**src/common/fe6_defines.svh**
```systemverilog
// Field width, prime, step-tag width and user-field width macros
`ifndef FE6_DEFINES_SVH
`define FE6_DEFINES_SVH

// Width of one Fp element
`define FE_W 16

// Field prime, P = 3 mod 4 so u^2+1 is irreducible
`define FE_P 16'd65519

// Tag carried on unit streams, one value per schedule step
`define TAG_W 5

// Pass-through user field on the outside stream
`define USER_W 8

`endif

```
**src/common/fe6_pkg.sv**
```systemverilog
// Field element types, stream struct, step and output-state enums, modular add and subtract
`default_nettype none

`include "fe6_defines.svh"

package fe6_pkg;

  typedef logic [`FE_W-1:0] fe_t;

  typedef struct packed {
    fe_t re;
    fe_t im;
  } fe2_t;

  // c0 sits in the top bits, matching the input beat order
  typedef struct packed {
    fe2_t c0;
    fe2_t c1;
    fe2_t c2;
  } fe6_t;

  typedef struct packed {
    logic               val;
    logic               sop;
    logic               eop;
    logic [`TAG_W-1:0]  tag;
    logic [`USER_W-1:0] user;
    fe_t                dat_a;
    fe_t                dat_b;
  } strm_t;

  // Karatsuba schedule, tag value equals step number
  typedef enum logic [`TAG_W-1:0] {
    STEP_AA, STEP_BB, STEP_CC,
    STEP_T0_A, STEP_T0_B, STEP_T0_MUL, STEP_T0_SUBB, STEP_T0_SUBC,
    STEP_T2_B, STEP_T2_A, STEP_T2_MUL, STEP_T2_SUBA, STEP_T2_ADDB,
    STEP_T1_B, STEP_T1_A, STEP_T1_MUL, STEP_T1_SUBA, STEP_T1_SUBB,
    STEP_C0_MNR, STEP_C0_FIN, STEP_C2_FIN, STEP_CC_MNR, STEP_C1_FIN
  } fe6_step_e;

  typedef enum logic {
    OUT_IDLE,
    OUT_SEND
  } out_state_e;

  function automatic fe_t mod_add(input fe_t a, input fe_t b);
    logic [`FE_W:0] s;
    s = {1'b0, a} + {1'b0, b};
    if (s >= {1'b0, `FE_P}) s = s - {1'b0, `FE_P};
    return s[`FE_W-1:0];
  endfunction

  function automatic fe_t mod_sub(input fe_t a, input fe_t b);
    logic [`FE_W:0] d;
    d = {1'b0, a} - {1'b0, b};
    // Borrow means the raw difference wrapped, fold P back in
    if (a < b) d = d + {1'b0, `FE_P};
    return d[`FE_W-1:0];
  endfunction

endpackage

`default_nettype wire

```
**src/fe_addsub.sv**
```systemverilog
// Two-beat Fp2 modular adder or subtractor, one register stage per beat
`timescale 1ns/1ps
`default_nettype none

module fe_addsub
  import fe6_pkg::*;
#(
  parameter int IS_SUB = 0
) (
  input  wire        i_clk,
  input  wire        i_rst,
  input  wire strm_t i_req,
  output strm_t      o_rsp
);

  fe_t res;

  always_comb begin
    if (IS_SUB != 0) begin
      res = mod_sub(i_req.dat_a, i_req.dat_b);
    end else begin
      res = mod_add(i_req.dat_a, i_req.dat_b);
    end
  end

  always_ff @(posedge i_clk) begin
    if (i_rst) begin
      o_rsp.val <= 1'b0;
    end else begin
      o_rsp.val <= i_req.val;
    end
  end

  // Beat framing and tag follow the data through the stage
  always_ff @(posedge i_clk) begin
    o_rsp.sop   <= i_req.sop;
    o_rsp.eop   <= i_req.eop;
    o_rsp.tag   <= i_req.tag;
    o_rsp.user  <= '0;
    o_rsp.dat_a <= res;
    o_rsp.dat_b <= '0;
  end

endmodule

`default_nettype wire

```
**config.mk**
```make
export PLATFORM = sky130hd
export DESIGN_NAME = fe_addsub
export DESIGN_NICKNAME = d
export VERILOG_FILES = /design/src/common/fe6_pkg.sv /design/src/fe_addsub.sv
export VERILOG_INCLUDE_DIRS = /design/src /design/src/common
export SDC_FILE = /design/constraint.sdc
export NUM_CORES = 1
export LEC_CHECK = 0
export ABC_AREA = 1
export BUFFER_PORTS_ARGS = -buffer_cell sky130_fd_sc_hd__buf_4
export CAP_MARGIN = 30
export CORE_MARGIN = 5
export CORE_UTILIZATION = 45
export DETAILED_ROUTE_END_ITERATION = 8
export GPL_TIMING_DRIVEN = 0
export PLACE_DENSITY = 0.77
export SETUP_SLACK_MARGIN = 0.3
export SLEW_MARGIN = 40
export SYNTH_ARGS = -nofsm -noshare
export SYNTH_HDL_FRONTEND = slang
export SYNTH_SLANG_ARGS = --single-unit
```
**constraint.sdc**
```tcl
create_clock -name i_clk -period 5.6 [get_ports i_clk]
set_input_delay 0.28 -clock i_clk [delete_from_list [all_inputs] [get_ports i_clk]]
set_output_delay 0.28 -clock i_clk [all_outputs]
set_load 0.02 [all_outputs]
```
Word level (Yosys, flattened, before mapping). Cells that the tools add are included.

$add $sub $neg: 2. Order comparisons: 1. Mux-type cells: 1.

Operators with widths (number): $add 16x16->17 (1); $ge 17x16->1 const B (1); $mux 16 (1); $sub 16x16->16 const B (1).

Register bits: 24. Output and inout port bits: 48. Input bits: 50. Logic and storage cells: 9.

Logic depth before layout (Yosys ltp).
Depth in word-level cells: 3. Mapped depth: 18. Gate-level depth less buffers: 18.

Worst setup path after synthesis. OpenSTA, ideal clock, no wires.

Path kind: input port to flip-flop. Start: in i_req[0] (netlist name). End: reg o_rsp[31] (netlist name). Stages: 16. Path slack: 3.245 ns. Arrival: 2.242 ns. Buffers on the path: 1. Library setup time: 0.112 ns. Cell sequence: ha_1 > fa_1 > nand2_1 > inv_1 > nor2_2 > inv_2 > nor3_4 > inv_1 > nor2_2 > nor2_1 > nor2_1 > nand3_2 > or2_1 > clkbuf_1 > nand3_1 > nand2_1.

Cells in the longest elaborated chain, start to end: 3. Elaborated cells between the ends (all ways): 4.

Ends and longest elaborated chain: from (decl) (RTL line fe_addsub.sv:12) `input wire strm_t i_req,`; $add 16x16->17 * (RTL line fe6_pkg.sv:48) `s = {1'b0, a} + {1'b0, b};`; $sub 16x16->16 / $ge 17x16->1 (equally long branches) (RTL line fe6_pkg.sv:49) `` if (s >= {1'b0, `FE_P}) s = s - {1'b0, `FE_P}; ``; $mux 16 * (RTL line fe6_pkg.sv:49); net res[15] (RTL line fe_addsub.sv:16) `fe_t res;`; to (decl) (RTL line fe_addsub.sv:13) `output strm_t o_rsp`.

Mark *: on every way through the listed nets, which the timed path passes. The rest lies on a longest branch. A chain may end at the register's enable or synchronous reset.

Worst setup path after layout.
Start: in i_req[0] (netlist name). End: reg o_rsp[16] (netlist name).

The elaborated chain is that of the path after synthesis.

==> flow_summary_export.csv <==
group,metric,value,unit
global_route,grt_usage,15.95,%
yosys,synth-compound-area-share,6.583,%
final_layout,multi_input_comb_area,1660,um^2
power_and_ir_drop,p_per_area,213.9,nW/um^2
clock_tree,clk_pin_slew_worst_paths,0.07,ns
yosys,synth.cell_area,2490,um^2
yosys,synth_mux_area_share,0,%
power_and_ir_drop,p_leak,1.870,nW
final_layout,fillers,556,
worst_setup_path,crit_type,"input port to flip-flop",
power_and_ir_drop,internal_power,0.0004027,W
global_route,globalRouteOverflowTotal,0,
die,design.die.area,7121,um^2
yosys,synth-simple-area-share,43.97,%
clock_tree,hold_buffers,0,
yosys,ys_ff_latch,24,
die,die_h,84.39,um
drt,firstDrtPassIters,4,
clock_tree,h-tree-depth,1,
die,ios,98,
placement,dp_hpwl,5184,um
final_layout,top_regs,"o_rsp x24",
worst_setup_path,cp.required,5.75,ns
clock_tree,clk_root_buffer_cell,"clkbuf_8",
timing,hold_violations,0,
drt,vias,2548,
yosys,syn_area_per_cell,6.256,um^2
timing,setup_viol,0,
global_route,antenna_found_initial,0,
final_layout,ff_latch_area,480.5,um^2
drt,routed_wl,5759,um
timing,finalCritPeriodShare,44.52,%
timing,finalCriticalPeriod,2.493,ns
die,initial_core_util,45.78,%
worst_setup_path,end_kind,"flip-flop",
placement,finalWeightedCongestion,0.7932,
drt,wl_per_cell,10.27,um
final_layout,fin_area,3196,um^2
timing,slew_violations,0,
drt,routed-wl-met3,407,um
worst_setup_path,worstPathArrival,2.64,ns
final_layout,synthToLayoutAreaGrowth,28.34,%
die,die_width,84.39,um
yosys,synth-seq-area-share,19.30,%
global_route,grt_max_degree,13,
power_and_ir_drop,netSwitchingPower,0.0002810,W
power_and_ir_drop,combPwrFrac,56.3,%
clock_tree,clkSinkCount,24,
power_and_ir_drop,p_clk_share,13.2,%
worst_setup_path,critPathLaunchType,"input port",
power_and_ir_drop,vdd_drop_max,118.4,uV
drt,drt_iter0_drc,86,
yosys,synth_fa_ha_area_share,9.347,%
clock_tree,clockBufferDepth,2,
die,coreArea,5439,um^2
run,maxCapViolCount,0,
timing,fin_setup_tns,0,ns
power_and_ir_drop,p_seq_share,30.5,%
final_layout,largest_reg_flops,24,
power_and_ir_drop,swShare,41.10,%
die,placementRows,27,
clock_tree,cts-resized-gates,0,
drt,drc_errors,0,
final_layout,drive_above_1_share,26.99,%
final_layout,fin_nets,559,
placement,placed_cell_area,3154,um^2
global_route,grt_pass1_vias,2335,
drt,met1_length,2563,um
placement,portBuffers,65,
clock_tree,cts_setup_buffers,0,
min_path,hold_path.class,"input port to flip-flop",
yosys,synthXorXnorAreaFrac,3.166,%
drt,routed-wl-met2,2694,um
drt,antenna_left,0,
worst_setup_path,cp_max_fo,6,
clock_tree,tritoncts,"done",
global_route,grt_pass1_wl,9687,um
yosys,synth_cell_types,35,
yosys,synth_top_family_by_area,"simple AND/OR/NAND/NOR gates",
clock_tree,cts_made_buffers,3,
timing,rsz0062_at_grt,"false",
drt,vias_per_cell,4.542,
yosys,synthCells,398,
final_layout,diodes,0,
final_layout,regMostFlops,"o_rsp",
timing,fmax,401.1,MHz
run_status,status,"completed",
yosys,ys_warn_count,0,
drt,dr.max_layer_used,"met4",
## kinds of logic after synthesis
family,after synthesis
adders and majority gates,18
xor gates and xnor gates,9
buffers and inverters,86
DFF,24
AOI/OAI and AO/OA,24
other,1
and+or+nand+nor,236
## stage by stage
stage | hold WS [ns] | util, % | instances | total power (W) | setup WS [ns]
2_1_floorplan | 0.3077 | - | 421 | 0.0004859 | 3.245
3_3_place_gp | 0.3853 | 57.99 | 558 | 0.0005933 | 2.880
3_5_place_dp | 0.3863 | 57.99 | 558 | 0.0005979 | 2.832
4_1_cts | 0.1216 | 58.75 | 561 | 0.0006904 | 3.097
5_1_grt | 0.1111 | 58.75 | 561 | 0.0007427 | 2.902
6_report | 0.1287 | 58.75 | 561 | 0.0006837 | 3.107
## critical path, cell delays in order
cell	delay (ns)
buf_4	0.11
ha_1	0.25
fa_1	0.45
nand3_1	0.13
nand3_2	0.10
nand2_1	0.07
nand2_1	0.09
inv_1	0.09
nand2_1	0.05
nand2_1	0.13
nand2_2	0.09
nor2_4	0.13
nand3_2	0.12
or2_1	0.24
clkbuf_1	0.16
nand3_1	0.11
nand2_1	0.05
## power groups by stage
stage | Clock [W] | Sequential (W) | Combinational (W)
3_3_place_gp | 0 | 0.000213 | 0.000381
2_1_floorplan | 0 | 0.000253 | 0.000233
3_5_place_dp | 0 | 0.000213 | 0.000385
4_1_cts | 0.0000957 | 0.000209 | 0.000386
6_report | 0.0000901 | 0.000209 | 0.000385
5_1_grt | 0.000102 | 0.000211 | 0.000430
## path summary, 6_finish.rpt
path,startpoint,end,depth (start not counted)
min,i_req[41],o_rsp[41],1
max,i_req[0],o_rsp[16],17
## placed cells by master, fill, tap and decap left out, types with 2 or more instances in the layout
| cell | n |
|---|---|
| a21oi_1 | 9 |
| and2_1 | 2 |
| buf_4 | 89 |
| buf_6 | 3 |
| clkbuf_8 | 3 |
| conb_1 | 24 |
| dfxtp_1 | 24 |
| ha_1 | 17 |
| inv_1 | 57 |
| nand2_1 | 137 |
| nand2_2 | 11 |
| nand3_1 | 30 |
| nand3_2 | 6 |
| nand4_1 | 13 |
| nor2_1 | 21 |
| nor2_2 | 6 |
| nor2_4 | 2 |
| nor3_1 | 2 |
| o21ai_0 | 4 |
| o21ai_1 | 3 |
| o21ai_2 | 4 |
| xor2_1 | 8 |
## per-layer routing
metal	global-route usage, %	vias to the layer above
met5	0	-
met4	4.604	0
met3	2.355	8
met2	28.62	88
li1	-	1382
met1	19.68	1070
## Yosys cell counts (all sizes together)
master / count / area, um^2
ha: 17 / 212.7
clkbuf: 1 / 3.750
dfxtp: 24 / 480.5
nor2: 29 / 138.9
a21o: 1 / 7.510
xor2: 8 / 70.07
inv: 58 / 217.7
or2: 2 / 15.02
o21ai: 12 / 86.33
conb: 1 / 3.750
a21oi: 11 / 70.07
nand3: 36 / 210.2
nand4: 13 / 81.33
and2: 3 / 21.27
nor3: 3 / 26.28
fa: 1 / 20.02
buf: 27 / 214.0
nand3b: 1 / 7.510
xnor2: 1 / 8.760
nand2: 149 / 594.3
## final cells by class
type / count / share of cell area, %
plain buffers: 28 / 6.813
clock buffers: 3 / 1.292
inverters: 58 / 6.813
multi-input cells: 311 / 51.96
flip-flops and latches: 24 / 15.04
well taps: 72 / 2.819
repair buffers: 65 / 15.27
(Power assumes the default switching activity.)
