--- src/common/fe6_defines.svh ---
// Field width, prime, step-tag width and user-field width macros
`ifndef FE6_DEFINES_SVH
`define FE6_DEFINES_SVH

// Width of one Fp element
`define FE_W 16

// Field prime, P = 3 mod 4 so u^2+1 is irreducible
`define FE_P 16'd65519

// Tag carried on unit streams, one value per schedule step
`define TAG_W 5

// Pass-through user field on the outside stream
`define USER_W 8

`endif

--- src/common/fe6_pkg.sv ---
// Field element types, stream struct, step and output-state enums, modular add and subtract
`default_nettype none

`include "fe6_defines.svh"

package fe6_pkg;

  typedef logic [`FE_W-1:0] fe_t;

  typedef struct packed {
    fe_t re;
    fe_t im;
  } fe2_t;

  // c0 sits in the top bits, matching the input beat order
  typedef struct packed {
    fe2_t c0;
    fe2_t c1;
    fe2_t c2;
  } fe6_t;

  typedef struct packed {
    logic               val;
    logic               sop;
    logic               eop;
    logic [`TAG_W-1:0]  tag;
    logic [`USER_W-1:0] user;
    fe_t                dat_a;
    fe_t                dat_b;
  } strm_t;

  // Karatsuba schedule, tag value equals step number
  typedef enum logic [`TAG_W-1:0] {
    STEP_AA, STEP_BB, STEP_CC,
    STEP_T0_A, STEP_T0_B, STEP_T0_MUL, STEP_T0_SUBB, STEP_T0_SUBC,
    STEP_T2_B, STEP_T2_A, STEP_T2_MUL, STEP_T2_SUBA, STEP_T2_ADDB,
    STEP_T1_B, STEP_T1_A, STEP_T1_MUL, STEP_T1_SUBA, STEP_T1_SUBB,
    STEP_C0_MNR, STEP_C0_FIN, STEP_C2_FIN, STEP_CC_MNR, STEP_C1_FIN
  } fe6_step_e;

  typedef enum logic {
    OUT_IDLE,
    OUT_SEND
  } out_state_e;

  function automatic fe_t mod_add(input fe_t a, input fe_t b);
    logic [`FE_W:0] s;
    s = {1'b0, a} + {1'b0, b};
    if (s >= {1'b0, `FE_P}) s = s - {1'b0, `FE_P};
    return s[`FE_W-1:0];
  endfunction

  function automatic fe_t mod_sub(input fe_t a, input fe_t b);
    logic [`FE_W:0] d;
    d = {1'b0, a} - {1'b0, b};
    // Borrow means the raw difference wrapped, fold P back in
    if (a < b) d = d + {1'b0, `FE_P};
    return d[`FE_W-1:0];
  endfunction

endpackage

`default_nettype wire

--- src/fe2_mnr.sv ---
// Multiply a two-beat Fp2 value by the non-residue 1+u
`timescale 1ns/1ps
`default_nettype none

module fe2_mnr
  import fe6_pkg::*;
(
  input  wire        i_clk,
  input  wire        i_rst,
  input  wire strm_t i_req,
  output strm_t      o_rsp
);

  fe_t a0_q;
  fe_t im_hold;
  logic pend;
  logic fire;

  assign fire = i_req.val && i_req.eop;

  always_ff @(posedge i_clk) begin
    if (i_rst) begin
      pend      <= 1'b0;
      o_rsp.val <= 1'b0;
    end else begin
      pend      <= fire;
      o_rsp.val <= fire || pend;
    end
  end

  // (a0 + a1 u)(1 + u) = (a0 - a1) + (a0 + a1) u
  always_ff @(posedge i_clk) begin
    o_rsp.user  <= '0;
    o_rsp.dat_b <= '0;
    if (i_req.val && i_req.sop) a0_q <= i_req.dat_a;
    if (fire) begin
      o_rsp.sop   <= 1'b1;
      o_rsp.eop   <= 1'b0;
      o_rsp.tag   <= i_req.tag;
      o_rsp.dat_a <= mod_sub(a0_q, i_req.dat_a);
      im_hold     <= mod_add(a0_q, i_req.dat_a);
    end else begin
      o_rsp.sop   <= 1'b0;
      o_rsp.eop   <= 1'b1;
      o_rsp.dat_a <= im_hold;
    end
  end

endmodule

`default_nettype wire

--- config.mk ---
export PLATFORM = sky130hd
export DESIGN_NAME = fe2_mnr
export DESIGN_NICKNAME = d
export VERILOG_FILES = /design/src/common/fe6_pkg.sv /design/src/fe2_mnr.sv
export VERILOG_INCLUDE_DIRS = /design/src /design/src/common
export SDC_FILE = /design/constraint.sdc
export NUM_CORES = 1
export LEC_CHECK = 0
export BUFFER_PORTS_ARGS = -buffer_cell sky130_fd_sc_hd__buf_2
export CAP_MARGIN = 20
export CORE_UTILIZATION = 50
export DETAILED_ROUTE_END_ITERATION = 8
export PLACE_DENSITY = 0.74
export SLEW_MARGIN = 20
export SYNTH_ARGS = -nofsm -noshare
export SYNTH_HDL_FRONTEND = slang
export SYNTH_SLANG_ARGS = --single-unit
--- constraint.sdc ---
create_clock -name i_clk -period 5.2 [get_ports i_clk]
set_input_delay 0 -clock i_clk [delete_from_list [all_inputs] [get_ports i_clk]]
set_output_delay 0 -clock i_clk [all_outputs]
set_load 0.05 [all_outputs]
* After elaboration in Yosys (flattened, before gate mapping)
Index checks and enable logic that the tools add are counted.
** Storage, ports and cells
- Word-level logic and storage cells :: 21
- Output and inout port bits :: 48
- Flip-flop bits (word level) :: 57
** Operators by class
- Reduce and logical (&&, ||, !) cells :: 3
- Order comparisons :: 2
- Add/sub/neg operators :: 4
- Multiplexer cells :: 4
** Operator list (count)
- 2-to-1 mux 16 bit :: 3
- adder 16 x 16 -> 17 bit :: 1
- greater-or-equal comparator 17 x 16 -> 1 bit, second input constant :: 1
- adder 16 bit, second input constant :: 1
- < comparator 16 bit :: 1
- subtractor 16 bit :: 1
- subtractor 16 bit, second input constant :: 1
- logical AND 1 bit :: 2
- 2-to-1 mux 2 bit :: 1
- logical OR 1 bit :: 1

* Depth between registers and ports, before layout
- Depth after elaboration :: 4
- Gate-level depth with buffers :: 13
- Depth with buffers taken out :: 13

* Worst setup path before layout
OpenSTA, ideal clock, no wires.
- Kind :: reg2reg
- Start point :: register a0_q[0]
- End point :: register im_hold[1], data pin
- Cell stages (with the launch flop) :: 13
- Slack :: 1.762 ns
- Library setup time :: 0.262 ns
- Arrival :: 3.176 ns
- Period minus slack after synthesis :: 3.438 ns
- Path through :: edfxtp_1 -> ha_1 -> fa_1 -> nand2b_1 -> a21oi_1 -> o21ai_2 -> a31oi_1 -> xnor2_1 -> nand3_2 -> or4_4 -> buf_6 -> o31ai_4 -> mux2_1
** Between the ends
- Longest elaborated chain between the ends :: 3
- Elaborated cells between the ends (all ways) :: 4
** RTL lines
- start: declaration :: line fe2_mnr.sv:14 : fe_t a0_q;
- start signal: assignment :: line fe2_mnr.sv:35 : if (i_req.val && i_req.sop) a0_q <= i_req.dat_a;
- adder 16 x 16 -> 17 bit * :: line fe6_pkg.sv:48 : s = {1'b0, a} + {1'b0, b};
- subtractor 16 bit / greater-or-equal comparator 17 x 16 -> 1 bit (equally long branches) :: line fe6_pkg.sv:49 : if (s >= {1'b0, `FE_P}) s = s - {1'b0, `FE_P};
- 2-to-1 mux 16 bit * :: line fe6_pkg.sv:49
- end signal: assignment :: line fe2_mnr.sv:41 : im_hold <= mod_add(a0_q, i_req.dat_a);
- end: declaration :: line fe2_mnr.sv:15 : fe_t im_hold;
Every way passes the cells marked *; elsewhere a longest branch is shown, timed or not.
A chain may end at the register's enable or synchronous reset.

* Worst setup path in the final report
Same ends and word-level chain as after synthesis.

==> impl_metrics.json <==
{
  "maxSlewViolCount": 0,
  "initial_core_util": 0.5194,
  "fin_crit_sh": 0.7328,
  "leakage_nw": 2.151,
  "root_buffer": "clkbuf_8",
  "cp-start-kind": "register",
  "globalplace.congestion": 0.8294,
  "cts_sinks": 57,
  "preCtsSetupSlack_ns": 1.439,
  "clkTransAtPathRegs_ns": 0.08,
  "antenna_cells": 0,
  "grt_pass1_vias": 3323,
  "hold_viol_final": 0,
  "crit_fanout": 10,
  "drt-initial-drc-count": 196,
  "final_util": 0.5862,
  "place_hpwl_mm": 7.007,
  "rows": 34,
  "drt_first_pass_iters": 5,
  "ios": 98,
  "area_growth_pct": 12.86,
  "syn_area_per_cell_sq_um": 9.122,
  "post-cts-setup-buffers": 0,
  "seq_area_frac_synth": 0.3321,
  "ys.flop_type": "edfxtp_1",
  "switchingPower_w": 0.0006670,
  "cts_buffer_depth": 2,
  "cts-buffers-inserted": 9,
  "nFillCells": 788,
  "holdCritPathClass": "in -> reg",
  "drv_cap": 0,
  "max_slew.worst_pin.slew_ns": 1.155,
  "clock_power_share": 0.262,
  "antenna_found_initial": 0,
  "die-area_sq_um": 9490,
  "finalPower_w": 0.001688,
  "pwr-share-seq": 0.328,
  "grt_pass1_wl_mm": 15.39,
  "p_int_w": 0.001021,
  "fin_ws_ns": 1.389,
  "critPathKind": "reg -> reg",
  "finClkSkew_ns": 0.01567,
  "wirelength_mm": 9.367,
  "outcome": "complete, no violations",
  "coreArea_sq_um": 8763,
  "rsz0062_at_grt": "no",
  "cp_data_required_time_ns": 5.30,
  "synth_edf_count": 37,
  "drc_errors": 0,
  "drive_gt1_frac": 0.1643,
  "overflow": 0,
  "max_clock_freq_mhz": 262.4,
  "numPortBuffers": 49,
  "power_frac_comb": 0.409,
  "track_usage": 0.1992,
  "fin_nets": 647,
  "synth_area_sq_um": 4552,
  "grt_max_degree": 34,
  "cts_max_level": 3,
  "ys_async_sr_fraction": 0,
  "cp.arrival_ns": 3.91,
  "num_vias": 3680,
  "ys_types": 73,
  "wire_per_inst_um": 13.90,
  "relSlewSlack": 0.2300,
  "viasPerCell": 5.460,
  "setup_viol": 0,
  "die_y_um": 97.42,
  "whs_ns": 0.3667,
  "synth-seq-cells": 57,
  "tns_ns": 0,
  "fin_crit_ns": 3.811,
  "ir_drop_mv": 0.1251,
  "die_x_um": 97.42,
  "synthCells": 499,
  "yosysWarnings": 0,
  "cts_tree": "yes",
  "swShare": 0.3952,
  "critPathCaptureType": "register",
  "ant_nets": 0,
  "clkLatencyLatePin_ns": 0.34,
  "power_density_nw_per_um2": 328.5
}
==> per-layer routing <==
metal | track usage | vias up | part of all wire
li1 | - | 1850 | -
met1 | 0.2625 | 1676 | 0.47
met2 | 0.3265 | 145 | 0.47
met3 | 0.04245 | 9 | 0.051
met4 | 0.06335 | 0 | 0.011
met5 | 0 | - | 0
==> per-stage QoR <==
step / instances / cell area (sq um)
after floorplan: 522 / 4638
after global placement: 636 / 4703
after detailed placement: 636 / 4703
after CTS: 674 / 5137
after global routing: 674 / 5137
final: 674 / 5137
==> flip-flops by register name, summed over array words and instances (netlist names) <==
name and cells:
a0_q 16, im_hold 16, o_rsp 24, pend 1
==> worst max-delay path, cell delays in order (launching register included) <==
cell	delay [ns]
edfxtp_1	0.43
ha_1	0.25
fa_1	0.45
nand2b_1	0.11
a21oi_1	0.10
o21ai_2	0.21
a31oi_1	0.18
xnor2_1	0.24
nand3_2	0.17
or4_4	0.66
o31ai_4	0.42
mux2_1	0.36
==> placed cells by master (no fill, tap or decap), types with 4 or more instances in the layout <==
cell type,instances
buf_2,49
inv_1,37
xnor2_1,33
ha_1,34
a21oi_1,32
o31ai_1,5
dfxtp_1,20
nand2_1,37
o21ai_0,29
xor2_1,10
nand3_1,7
or2_2,4
and3_1,4
nand2b_1,5
conb_1,24
a21o_1,7
o21a_1,6
nor2b_1,4
edfxtp_1,37
dlygate4sd3_1,22
a31oi_1,11
o21ai_1,4
clkbuf_8,9
nor2_1,39
nor3_1,17
==> cell type report <==
type,count,area (sq um),share of cell area
clock buffer,10,148.9,0.02898
tap,108,135.1,0.02630
clock inverter,6,65.06,0.01266
timing repair buffer,71,465.4,0.09060
multi-input combinational,384,2669,0.5195
sequential,57,1511,0.2942
inverter,38,142.6,0.02776
==> power groups by stage <==
| stage | registers (W) | logic [W] | clock network (W) |
|---|---|---|---|
| 2_1_floorplan | 0.000650 | 0.000481 | 0 |
| 3_3_place_gp | 0.000563 | 0.000654 | 0 |
| 3_5_place_dp | 0.000565 | 0.000669 | 0 |
| 4_1_cts | 0.000555 | 0.000684 | 0.000451 |
| 5_1_grt | 0.000560 | 0.000750 | 0.000475 |
| 6_report | 0.000554 | 0.000691 | 0.000442 |
==> timing repair <==
| action | 4_1_cts | 5_1_grt |
|---|---|---|
| endpoints found under the setup margin | 0 | 0 |
| endpoints found under the hold margin | 23 | 0 |
| hold buffers | 22 | 0 |
| resized for setup | 0 | 0 |
==> final timing paths <==
check | startpoint | endpoint | slack (ns) | depth (start not counted)
worst max-delay path | a0_q[0] | im_hold[1] | 1.39 | 11
worst min-delay path | i_req[43] | o_rsp[43] | 0.37 | 2
worst max register to register | a0_q[0] | im_hold[1] | 1.39 | 11
worst min register to register | im_hold[4] | o_rsp[20] | 0.43 | 2
==> synth_stat cells (3+ instances only) <==
| cell | number | area (sq um) |
|---|---|---|
| and3_1 | 4 | 25.02 |
| dfxtp_1 | 20 | 400.4 |
| o31ai_1 | 5 | 37.54 |
| a21o_1 | 7 | 52.55 |
| o21ai_1 | 4 | 20.02 |
| buf_6 | 7 | 78.83 |
| nor3_1 | 17 | 85.08 |
| a21oi_1 | 32 | 160.2 |
| nor2b_1 | 4 | 25.02 |
| inv_1 | 37 | 138.9 |
| nand2b_1 | 5 | 31.28 |
| buf_4 | 28 | 210.2 |
| or4_1 | 3 | 22.52 |
| xor2_1 | 10 | 87.58 |
| clkbuf_1 | 7 | 26.28 |
| nand2_1 | 37 | 138.9 |
| o211a_1 | 3 | 30.03 |
| nand3_1 | 7 | 35.03 |
| nor4_1 | 3 | 18.77 |
| a31oi_1 | 11 | 68.82 |
| xnor2_1 | 33 | 289.0 |
| nor2_1 | 39 | 146.4 |
| o21ai_0 | 29 | 145.1 |
| or2_2 | 4 | 25.02 |
| o21a_1 | 6 | 45.04 |
| ha_1 | 34 | 425.4 |
| a311oi_1 | 3 | 26.28 |
| and2_1 | 3 | 18.77 |
| edfxtp_1 | 37 | 1111 |
==> kinds of logic (layout without fill, tap and decap cells) <==
kind of cell / Yosys count / after routing / synth area share
AO/OA/AOI/OAI: 134 / 134 / 0.2078
XOR/XNOR: 44 / 44 / 0.08631
adder cells (fa/ha/maj): 36 / 36 / 0.1023
buffers and inverters: 81 / 125 / 0.1023
flip-flops: 57 / 57 / 0.3321
multiplexers: 4 / 4 / 0.009346
other: 1 / 24 / 0.0008238
AND/OR/NAND/NOR: 142 / 142 / 0.1592
No activity file was read; power rests on OpenSTA's default activity.
