===== config.mk =====
export PLATFORM = sky130hd
export DESIGN_NAME = fe2_mul
export DESIGN_NICKNAME = d
export VERILOG_FILES = /design/src/common/fe6_pkg.sv /design/src/fe2_mul.sv
export VERILOG_INCLUDE_DIRS = /design/src /design/src/common
export SDC_FILE = /design/constraint.sdc
export NUM_CORES = 2
export LEC_CHECK = 0
export BUFFER_PORTS_ARGS = -buffer_cell sky130_fd_sc_hd__buf_2
export CORE_MARGIN = 5
export CORE_UTILIZATION = 50
export DETAILED_ROUTE_END_ITERATION = 16
export PLACE_DENSITY = 0.64
export SLEW_MARGIN = 20
export SYNTH_ARGS = -nofsm -noshare
export SYNTH_HDL_FRONTEND = slang
export SYNTH_SLANG_ARGS = --single-unit

===== constraint.sdc =====
create_clock -name i_clk -period 50.6 [get_ports i_clk]
set_input_delay 10.12 -clock i_clk [delete_from_list [all_inputs] [get_ports i_clk]]
set_output_delay 10.12 -clock i_clk [all_outputs]
set_load 0.005 [all_outputs]

===== src/common/fe6_defines.svh =====
// Field width, prime, step-tag width and user-field width macros
`ifndef FE6_DEFINES_SVH
`define FE6_DEFINES_SVH

// Width of one Fp element
`define FE_W 16

// Field prime, P = 3 mod 4 so u^2+1 is irreducible
`define FE_P 16'd65519

// Tag carried on unit streams, one value per schedule step
`define TAG_W 5

// Pass-through user field on the outside stream
`define USER_W 8

`endif


===== src/common/fe6_pkg.sv =====
// Field element types, stream struct, step and output-state enums, modular add and subtract
`default_nettype none

`include "fe6_defines.svh"

package fe6_pkg;

  typedef logic [`FE_W-1:0] fe_t;

  typedef struct packed {
    fe_t re;
    fe_t im;
  } fe2_t;

  // c0 sits in the top bits, matching the input beat order
  typedef struct packed {
    fe2_t c0;
    fe2_t c1;
    fe2_t c2;
  } fe6_t;

  typedef struct packed {
    logic               val;
    logic               sop;
    logic               eop;
    logic [`TAG_W-1:0]  tag;
    logic [`USER_W-1:0] user;
    fe_t                dat_a;
    fe_t                dat_b;
  } strm_t;

  // Karatsuba schedule, tag value equals step number
  typedef enum logic [`TAG_W-1:0] {
    STEP_AA, STEP_BB, STEP_CC,
    STEP_T0_A, STEP_T0_B, STEP_T0_MUL, STEP_T0_SUBB, STEP_T0_SUBC,
    STEP_T2_B, STEP_T2_A, STEP_T2_MUL, STEP_T2_SUBA, STEP_T2_ADDB,
    STEP_T1_B, STEP_T1_A, STEP_T1_MUL, STEP_T1_SUBA, STEP_T1_SUBB,
    STEP_C0_MNR, STEP_C0_FIN, STEP_C2_FIN, STEP_CC_MNR, STEP_C1_FIN
  } fe6_step_e;

  typedef enum logic {
    OUT_IDLE,
    OUT_SEND
  } out_state_e;

  function automatic fe_t mod_add(input fe_t a, input fe_t b);
    logic [`FE_W:0] s;
    s = {1'b0, a} + {1'b0, b};
    if (s >= {1'b0, `FE_P}) s = s - {1'b0, `FE_P};
    return s[`FE_W-1:0];
  endfunction

  function automatic fe_t mod_sub(input fe_t a, input fe_t b);
    logic [`FE_W:0] d;
    d = {1'b0, a} - {1'b0, b};
    // Borrow means the raw difference wrapped, fold P back in
    if (a < b) d = d + {1'b0, `FE_P};
    return d[`FE_W-1:0];
  endfunction

endpackage

`default_nettype wire


===== src/fe2_mul.sv =====
// Fp2 multiplier: collects two beats, three-stage product pipeline, two result beats
`timescale 1ns/1ps
`default_nettype none

`include "fe6_defines.svh"

module fe2_mul
  import fe6_pkg::*;
(
  input  wire        i_clk,
  input  wire        i_rst,
  input  wire strm_t i_req,
  output strm_t      o_rsp
);

  localparam int PW = 2 * `FE_W + 1;
  // Offset that keeps a0b0 - a1b1 non-negative
  localparam logic [PW-1:0] P_SQ = PW'(`FE_P) * PW'(`FE_P);

  fe_t a0_q;
  fe_t b0_q;
  logic [2*`FE_W-1:0] p00, p11, p01, p10;
  logic [PW-1:0] re_w, im_w;
  fe_t re_q, im_q, im_hold;
  logic [`TAG_W-1:0] tag1, tag2, tag3;
  logic [2:0] stg_val;
  logic pend;
  logic launch;

  assign launch = i_req.val && i_req.eop;

  always_ff @(posedge i_clk) begin
    if (i_rst) begin
      stg_val   <= '0;
      pend      <= 1'b0;
      o_rsp.val <= 1'b0;
    end else begin
      stg_val   <= {stg_val[1:0], launch};
      pend      <= stg_val[2];
      o_rsp.val <= stg_val[2] || pend;
    end
  end

  always_ff @(posedge i_clk) begin
    if (i_req.val && i_req.sop) begin
      a0_q <= i_req.dat_a;
      b0_q <= i_req.dat_b;
    end
    // Stage 1 partial products, a1 and b1 come straight off the eop beat
    p00  <= a0_q * b0_q;
    p11  <= i_req.dat_a * i_req.dat_b;
    p01  <= a0_q * i_req.dat_b;
    p10  <= i_req.dat_a * b0_q;
    tag1 <= i_req.tag;
    // Stage 2 wide real and imaginary parts
    re_w <= PW'(p00) + P_SQ - PW'(p11);
    im_w <= PW'(p01) + PW'(p10);
    tag2 <= tag1;
    // Stage 3 reduction
    re_q <= fe_t'(re_w % PW'(`FE_P));
    im_q <= fe_t'(im_w % PW'(`FE_P));
    tag3 <= tag2;
  end

  // Jobs are at least two cycles apart, so one hold register is enough
  always_ff @(posedge i_clk) begin
    o_rsp.user  <= '0;
    o_rsp.dat_b <= '0;
    if (stg_val[2]) begin
      o_rsp.sop   <= 1'b1;
      o_rsp.eop   <= 1'b0;
      o_rsp.tag   <= tag3;
      o_rsp.dat_a <= re_q;
      im_hold     <= im_q;
    end else begin
      o_rsp.sop   <= 1'b0;
      o_rsp.eop   <= 1'b1;
      o_rsp.dat_a <= im_hold;
    end
  end

endmodule

`default_nettype wire


# Word-level counts from Yosys, hierarchy flattened
# Cells that the tools add are included.
# Widths: inputs -> output; s select.
op_classes:
  n_div: 2
  addsub: 3
  reduce_logical: 3
  n_mul: 4
  n_mux: 2
ops:
  columns: ["operator", "n"]
  rows:
  - ["$mul 16x16->32", 4]
  - ["$mod 33x16->33 const B", 2]
  - ["$add 32x32->33", 1]
  - ["$add 32x32->33 const B", 1]
  - ["$sub 33x32->33", 1]
  - ["$mux 16", 1]
  - ["$logic_and 1x1->1", 2]
  - ["$mux 2", 1]
  - ["$logic_or 1x1->1", 1]
totals:
  input_bits: 50
  elab_cells: 35
  out_inout_bits: 48
  ff_bits: 317

# Depth between registers and ports, before layout
depth:
  word_depth: 2
  ltp_mapped: 75
  mapped_depth_nobuf: 59

# Least setup slack after synthesis
# OpenSTA, ideal clock, no wires.
synth_timing:
  path_kind: "in2reg"
  from: "input i_req[17] in the netlist's numbering"
  to: "register p10[31]"
  t_arrival_ns: 16.941
  slack_ns: 33.539
  setup_ns: 0.120
  n_path_buf: 1
  required_ns: 50.480
  path_stages: 36
  path_cell_list: "clkbuf_1 nand2_1 fa_1 inv_1 fa_1 ha_1 fa_1 inv_1 fa_1 fa_1 inv_1 ha_1 a21oi_1 o21bai_1 a21oi_1 o21bai_1 a21oi_1 o21bai_1 a21oi_1 o21bai_1 a21oi_1 o21bai_1 a21oi_1 o21bai_1 a21oi_1 o21bai_1 a21oi_1 o21bai_1 a21oi_1 o21bai_1 a21oi_1 o21bai_1 a21oi_1 o21bai_1 a21oi_1 xnor2_1"
synth_between:
  elab_chain_len: 1
synth_rtl:
  columns: ["item", "line_no", "rtl"]
  rows:
  - ["start: declaration", "fe2_mul.sv:12", "input wire strm_t i_req,"]
  - ["$mul 16x16->32", "fe2_mul.sv:53", "p10 <= i_req.dat_a * b0_q;"]
  - ["end signal: assignment", "fe2_mul.sv:53", null]
  - ["end: declaration", "fe2_mul.sv:22", "logic [2*`FE_W-1:0] p00, p11, p01, p10;"]
# No other way between the ends.
# A chain may end at the register's enable or synchronous reset.

# Worst setup path in the final report
layout_timing:
  from: "register re_w[18]"
  to: "register re_q[8]"
layout_between:
  elab_chain_len: 1
layout_rtl:
  columns: ["item", "line_no", "rtl"]
  rows:
  - ["start: declaration", "fe2_mul.sv:23", "logic [PW-1:0] re_w, im_w;"]
  - ["start signal: assignment", "fe2_mul.sv:56", "re_w <= PW'(p00) + P_SQ - PW'(p11);"]
  - ["$mod 33x16->33", "fe2_mul.sv:60", "re_q <= fe_t'(re_w % PW'(`FE_P));"]
  - ["end signal: assignment", "fe2_mul.sv:60", null]
  - ["end: declaration", "fe2_mul.sv:24", "fe_t re_q, im_q, im_hold;"]
# No other way between the ends.

==> metrics.txt <==
# TYPE chip_impl_metric gauge
chip_impl_metric{name="worstPathMaxFanout",unit=""} 21
chip_impl_metric{name="slowest_delay",unit="ps"} 820
chip_impl_info{name="synth_ff_type",value="dfxtp_1"} 1
chip_impl_metric{name="post_cts.repair.setup_buffers",unit=""} 0
chip_impl_metric{name="syn_avg_cell_area",unit="µm²"} 8.44
chip_impl_metric{name="number_of_slew_limit_violations_in_the_final_report",unit=""} 0
chip_impl_metric{name="io-pin-count",unit=""} 98
chip_impl_metric{name="post_synth_inst_count",unit=""} 7344
chip_impl_metric{name="netlist-cell-type-count",unit=""} 169
chip_impl_metric{name="fraction_of_synthesized_area_in_multiplexers",unit="%"} 1.65
chip_impl_metric{name="final_period_minus_worst_setup_slack",unit="ps"} 22270
chip_impl_metric{name="grt_pass1_wl",unit="µm"} 256000
chip_impl_metric{name="grt_pass1_vias",unit=""} 50700
chip_impl_metric{name="worst-endpoint-required",unit="ps"} 51130
chip_impl_metric{name="placedCellCount",unit=""} 8791
chip_impl_metric{name="post_synth_and_or_nand_nor_area_fraction",unit="%"} 20.1
chip_impl_metric{name="post_layout_nonfiller_instances",unit=""} 8866
chip_impl_metric{name="initial_utilization",unit="%"} 50.2
chip_impl_metric{name="rows",unit=""} 129
chip_impl_metric{name="dr_total_vias",unit=""} 51000
chip_impl_metric{name="die_height",unit="µm"} 362
chip_impl_metric{name="synth-async-reset-ratio",unit="%"} 0
chip_impl_info{name="status",value="finished, final reports clean"} 1
chip_impl_metric{name="timing.reg2reg.setup_slack",unit="ps"} 28330
chip_impl_metric{name="fp.dieArea",unit="mm²"} 0.131
chip_impl_metric{name="min_period_over_period",unit="%"} 44.0
chip_impl_metric{name="postLayoutCellArea",unit="mm²"} 0.0646
chip_impl_metric{name="htree_num_levels",unit=""} 2
chip_impl_metric{name="clock_skew",unit="ps"} 29.2
chip_impl_metric{name="avgViaCountPerCell",unit=""} 5.75
chip_impl_metric{name="drv_cap",unit=""} 0
chip_impl_metric{name="dr.pass1.iters",unit=""} 8
chip_impl_metric{name="drive_gt1_share",unit="%"} 7.13
chip_impl_metric{name="synth_edf_count",unit=""} 53
chip_impl_metric{name="dp_hpwl",unit="µm"} 121000
chip_impl_metric{name="route.antenna.remaining_nets",unit=""} 0
chip_impl_metric{name="synth_xor_area_share",unit="%"} 5.96
chip_impl_info{name="synth_most_common_cell",value="inv_1"} 1
chip_impl_info{name="critical_path_capture_point",value="re_q[8]$_DFF_P_"} 1
chip_impl_metric{name="netlist_area",unit="mm²"} 0.0620
chip_impl_metric{name="clk_latency",unit="ps"} 610
chip_impl_info{name="unrepaired_setup_endpoints_after_global_routing",value="false"} 1
chip_impl_info{name="synth_top_family_by_area",value="adder cells"} 1
chip_impl_metric{name="core_region_area",unit="mm²"} 0.123
chip_impl_metric{name="antenna_violations_before_repair",unit=""} 3
chip_impl_metric{name="drcViolationCount",unit=""} 0
chip_impl_metric{name="reg2regPathDepth",unit=""} 56
chip_impl_info{name="timing.rr.start",value="re_w[18]$_DFF_P_"} 1
chip_impl_metric{name="track_usage",unit="%"} 23.2
chip_impl_metric{name="setup_viol",unit=""} 0
chip_impl_info{name="setup.worst_path.start",value="re_w[18]$_DFF_P_"} 1
chip_impl_info{name="leading_post_synthesis_cells_by_cell_area",value="fa_1 25%, ha_1 10%, dfxtp_1 8.5%"} 1
chip_impl_metric{name="hold_viol",unit=""} 0
chip_impl_metric{name="synth-seq-cells",unit=""} 317
chip_impl_info{name="list_of_most_frequent_post_synthesis_cells",value="1114 x inv_1, 936 x nand2_1, 778 x fa_1"} 1
chip_impl_metric{name="n_fill_cell",unit=""} 11800
chip_impl_info{name="synth_area_leader_cell",value="fa_1"} 1
chip_impl_metric{name="io_port_bufs",unit=""} 65
chip_impl_metric{name="gr-total-overflow",unit=""} 0
chip_impl_metric{name="synth_compound_area_share",unit="%"} 16.2
chip_impl_metric{name="timing.max_slew.rel_slack",unit="%"} 30.0
chip_impl_metric{name="netlist.area_leader.share",unit="%"} 25.1
chip_impl_info{name="crit_path_end_kind",value="flop"} 1
chip_impl_info{name="tritoncts",value="built"} 1
chip_impl_info{name="crit_path_frequent_cell",value="a21oi_1"} 1
chip_impl_metric{name="post_cts_hold_buffer_count",unit=""} 0
chip_impl_metric{name="max_clock_freq",unit="MHz"} 44.9
chip_impl_metric{name="yosys.area_share.adder",unit="%"} 35.7
chip_impl_info{name="cts_root_buf",value="clkbuf_16"} 1
chip_impl_metric{name="finish.net_count",unit=""} 8540
chip_impl_metric{name="max_root_sink_buffers",unit=""} 3
chip_impl_metric{name="drt_wl_cell",unit="µm"} 17.3
chip_impl_metric{name="worst-endpoint-arrival",unit="ps"} 22800
chip_impl_metric{name="ctsResizeCount",unit=""} 0
chip_impl_metric{name="clkTransAtPathRegs",unit="ps"} 60
chip_impl_metric{name="area.growth.synth_to_final",unit="%"} 4.31
chip_impl_metric{name="synth.yosys.seq_area_share",unit="%"} 11.1
chip_impl_info{name="worst_r2r_endpoint",value="re_q[8]$_DFF_P_"} 1
chip_impl_metric{name="timing_worst_slew_pin_value",unit="ps"} 1050
chip_impl_metric{name="ys.warnings.count",unit=""} 0
chip_impl_metric{name="cts_inserted_buffers",unit=""} 38
chip_impl_info{name="setup_crit_start_kind",value="flop"} 1
chip_impl_metric{name="routability_driven_placement_congestion_ratio",unit=""} 0.902
chip_impl_metric{name="cts.sinks",unit=""} 317
chip_impl_metric{name="cell_area_reported_after_detailed_placement",unit="mm²"} 0.0633
chip_impl_info{name="crit_slowest_cell",value="o41ai_1"} 1
chip_impl_metric{name="grt_max_degree",unit=""} 41
chip_impl_metric{name="drt_iter0_markers",unit=""} 3506
chip_impl_metric{name="setup_tns",unit="ps"} 0
chip_impl_info{name="worst-setup-path-type",value="flop to flop"} 1
chip_impl_metric{name="routed_wire_length",unit="µm"} 154000
chip_impl_info{name="worst_hold_path_type",value="flop to flop"} 1
chip_impl_metric{name="die_x",unit="µm"} 362
## layout by cell type, fill, tap and decap left out, types with 30 or more instances in the layout
master and instances:
nor2_1 262, clkbuf_16 38, fa_1 778, buf_4 58, a41oi_1 34, xnor2_1 294, mux2_2 41, ha_1 515
a31oi_1 64, dfxtp_1 264, or3_1 40, nor3_1 115, o211ai_1 50, o21ai_0 160, o21a_1 37, a21o_1 43
buf_2 65, a21oi_1 312, o21bai_1 132, and4_1 30, and3_1 53, nand4_1 84, inv_1 1114, o31ai_1 34
nor4_1 55, mux2i_1 51, a211oi_1 37, and2_1 406, nand2_1 936, nand3_1 141, edfxtp_1 53, xor2_1 106
## logic make-up after synthesis
logic type / Yosys count
other cells: 1
mux: 96
xor+xnor: 411
compound gates: 1363
simple gates: 2403
flops: 317
fa+ha+maj: 1302
buf+inv: 1451
## registers in the layout, indices dropped and copies added, names as in the netlist
name     flops
a0_q        16
b0_q        16
im_hold     16
im_q        16
im_w        33
o_rsp       24
p00         32
p01         32
p10         32
p11         32
pend         1
re_q        16
re_w        33
stg_val      3
tag1         5
tag2         5
tag3         5
## through the flow
| stage | setup slack [ps] | utilization, % | hold WS, ps |
|---|---|---|---|
| finish | 28330 | 52.4 | 327 |
| global route | 26430 | 52.4 | 334 |
| CTS | 28830 | 52.3 | 328 |
| detailed placement | 28950 | 51.3 | 312 |
| global placement | 29100 | 51.3 | 312 |
| floorplan | 33540 | - | 310 |
## area by class of cell
cell class	instances	area, µm²	area share (%)
sequential	317	6880	10.6
inverter	1115	4190	6.47
antenna	3	7.51	0.0116
tap	1637	2050	3.17
clock buffer	44	1000	1.55
multi-input combinational	5599	49400	76.5
clock inverter	25	290	0.449
timing repair buffer	126	806	1.25
## per-layer routing
layer | global-route usage, % | wire length, µm | vias to the layer above
met1 | 33.0 | 71000 | 25300
met2 | 37.9 | 70800 | 1272
li1 | - | - | 24300
met5 | 0 | 0 | -
met3 | 2.40 | 7920 | 182
met4 | 5.84 | 3900 | 0
## worst min-delay path by stage
stage	startpoint	slack, ps	to	cells past startpoint
final	tag2[1]$_DFF_P_	330	tag3[1]$_DFF_P_	0
after global placement	tag2[4]$_DFF_P_	310	tag3[4]$_DFF_P_	0
after global routing	tag2[1]$_DFF_P_	330	tag3[1]$_DFF_P_	0
after detailed placement	tag1[3]$_DFF_P_	310	tag2[3]$_DFF_P_	0
after CTS	tag1[4]$_DFF_P_	330	tag2[4]$_DFF_P_	0
after floorplan	tag1[0]$_DFF_P_	310	tag2[0]$_DFF_P_	0
## critical path, delay by kind of cell, from the launching register on
family | cells | cell delay (ps)
AND/OR/NAND/NOR | 18 | 6360
AO/OA/AOI/OAI | 32 | 12630
flip-flops | 1 | 620
adder cells (fa/ha/maj) | 1 | 250
XOR/XNOR | 2 | 620
multiplexers | 3 | 1680
Power is not shown: default switching activity piles up to over one toggle a cycle in this logic, so the estimate is an artifact.
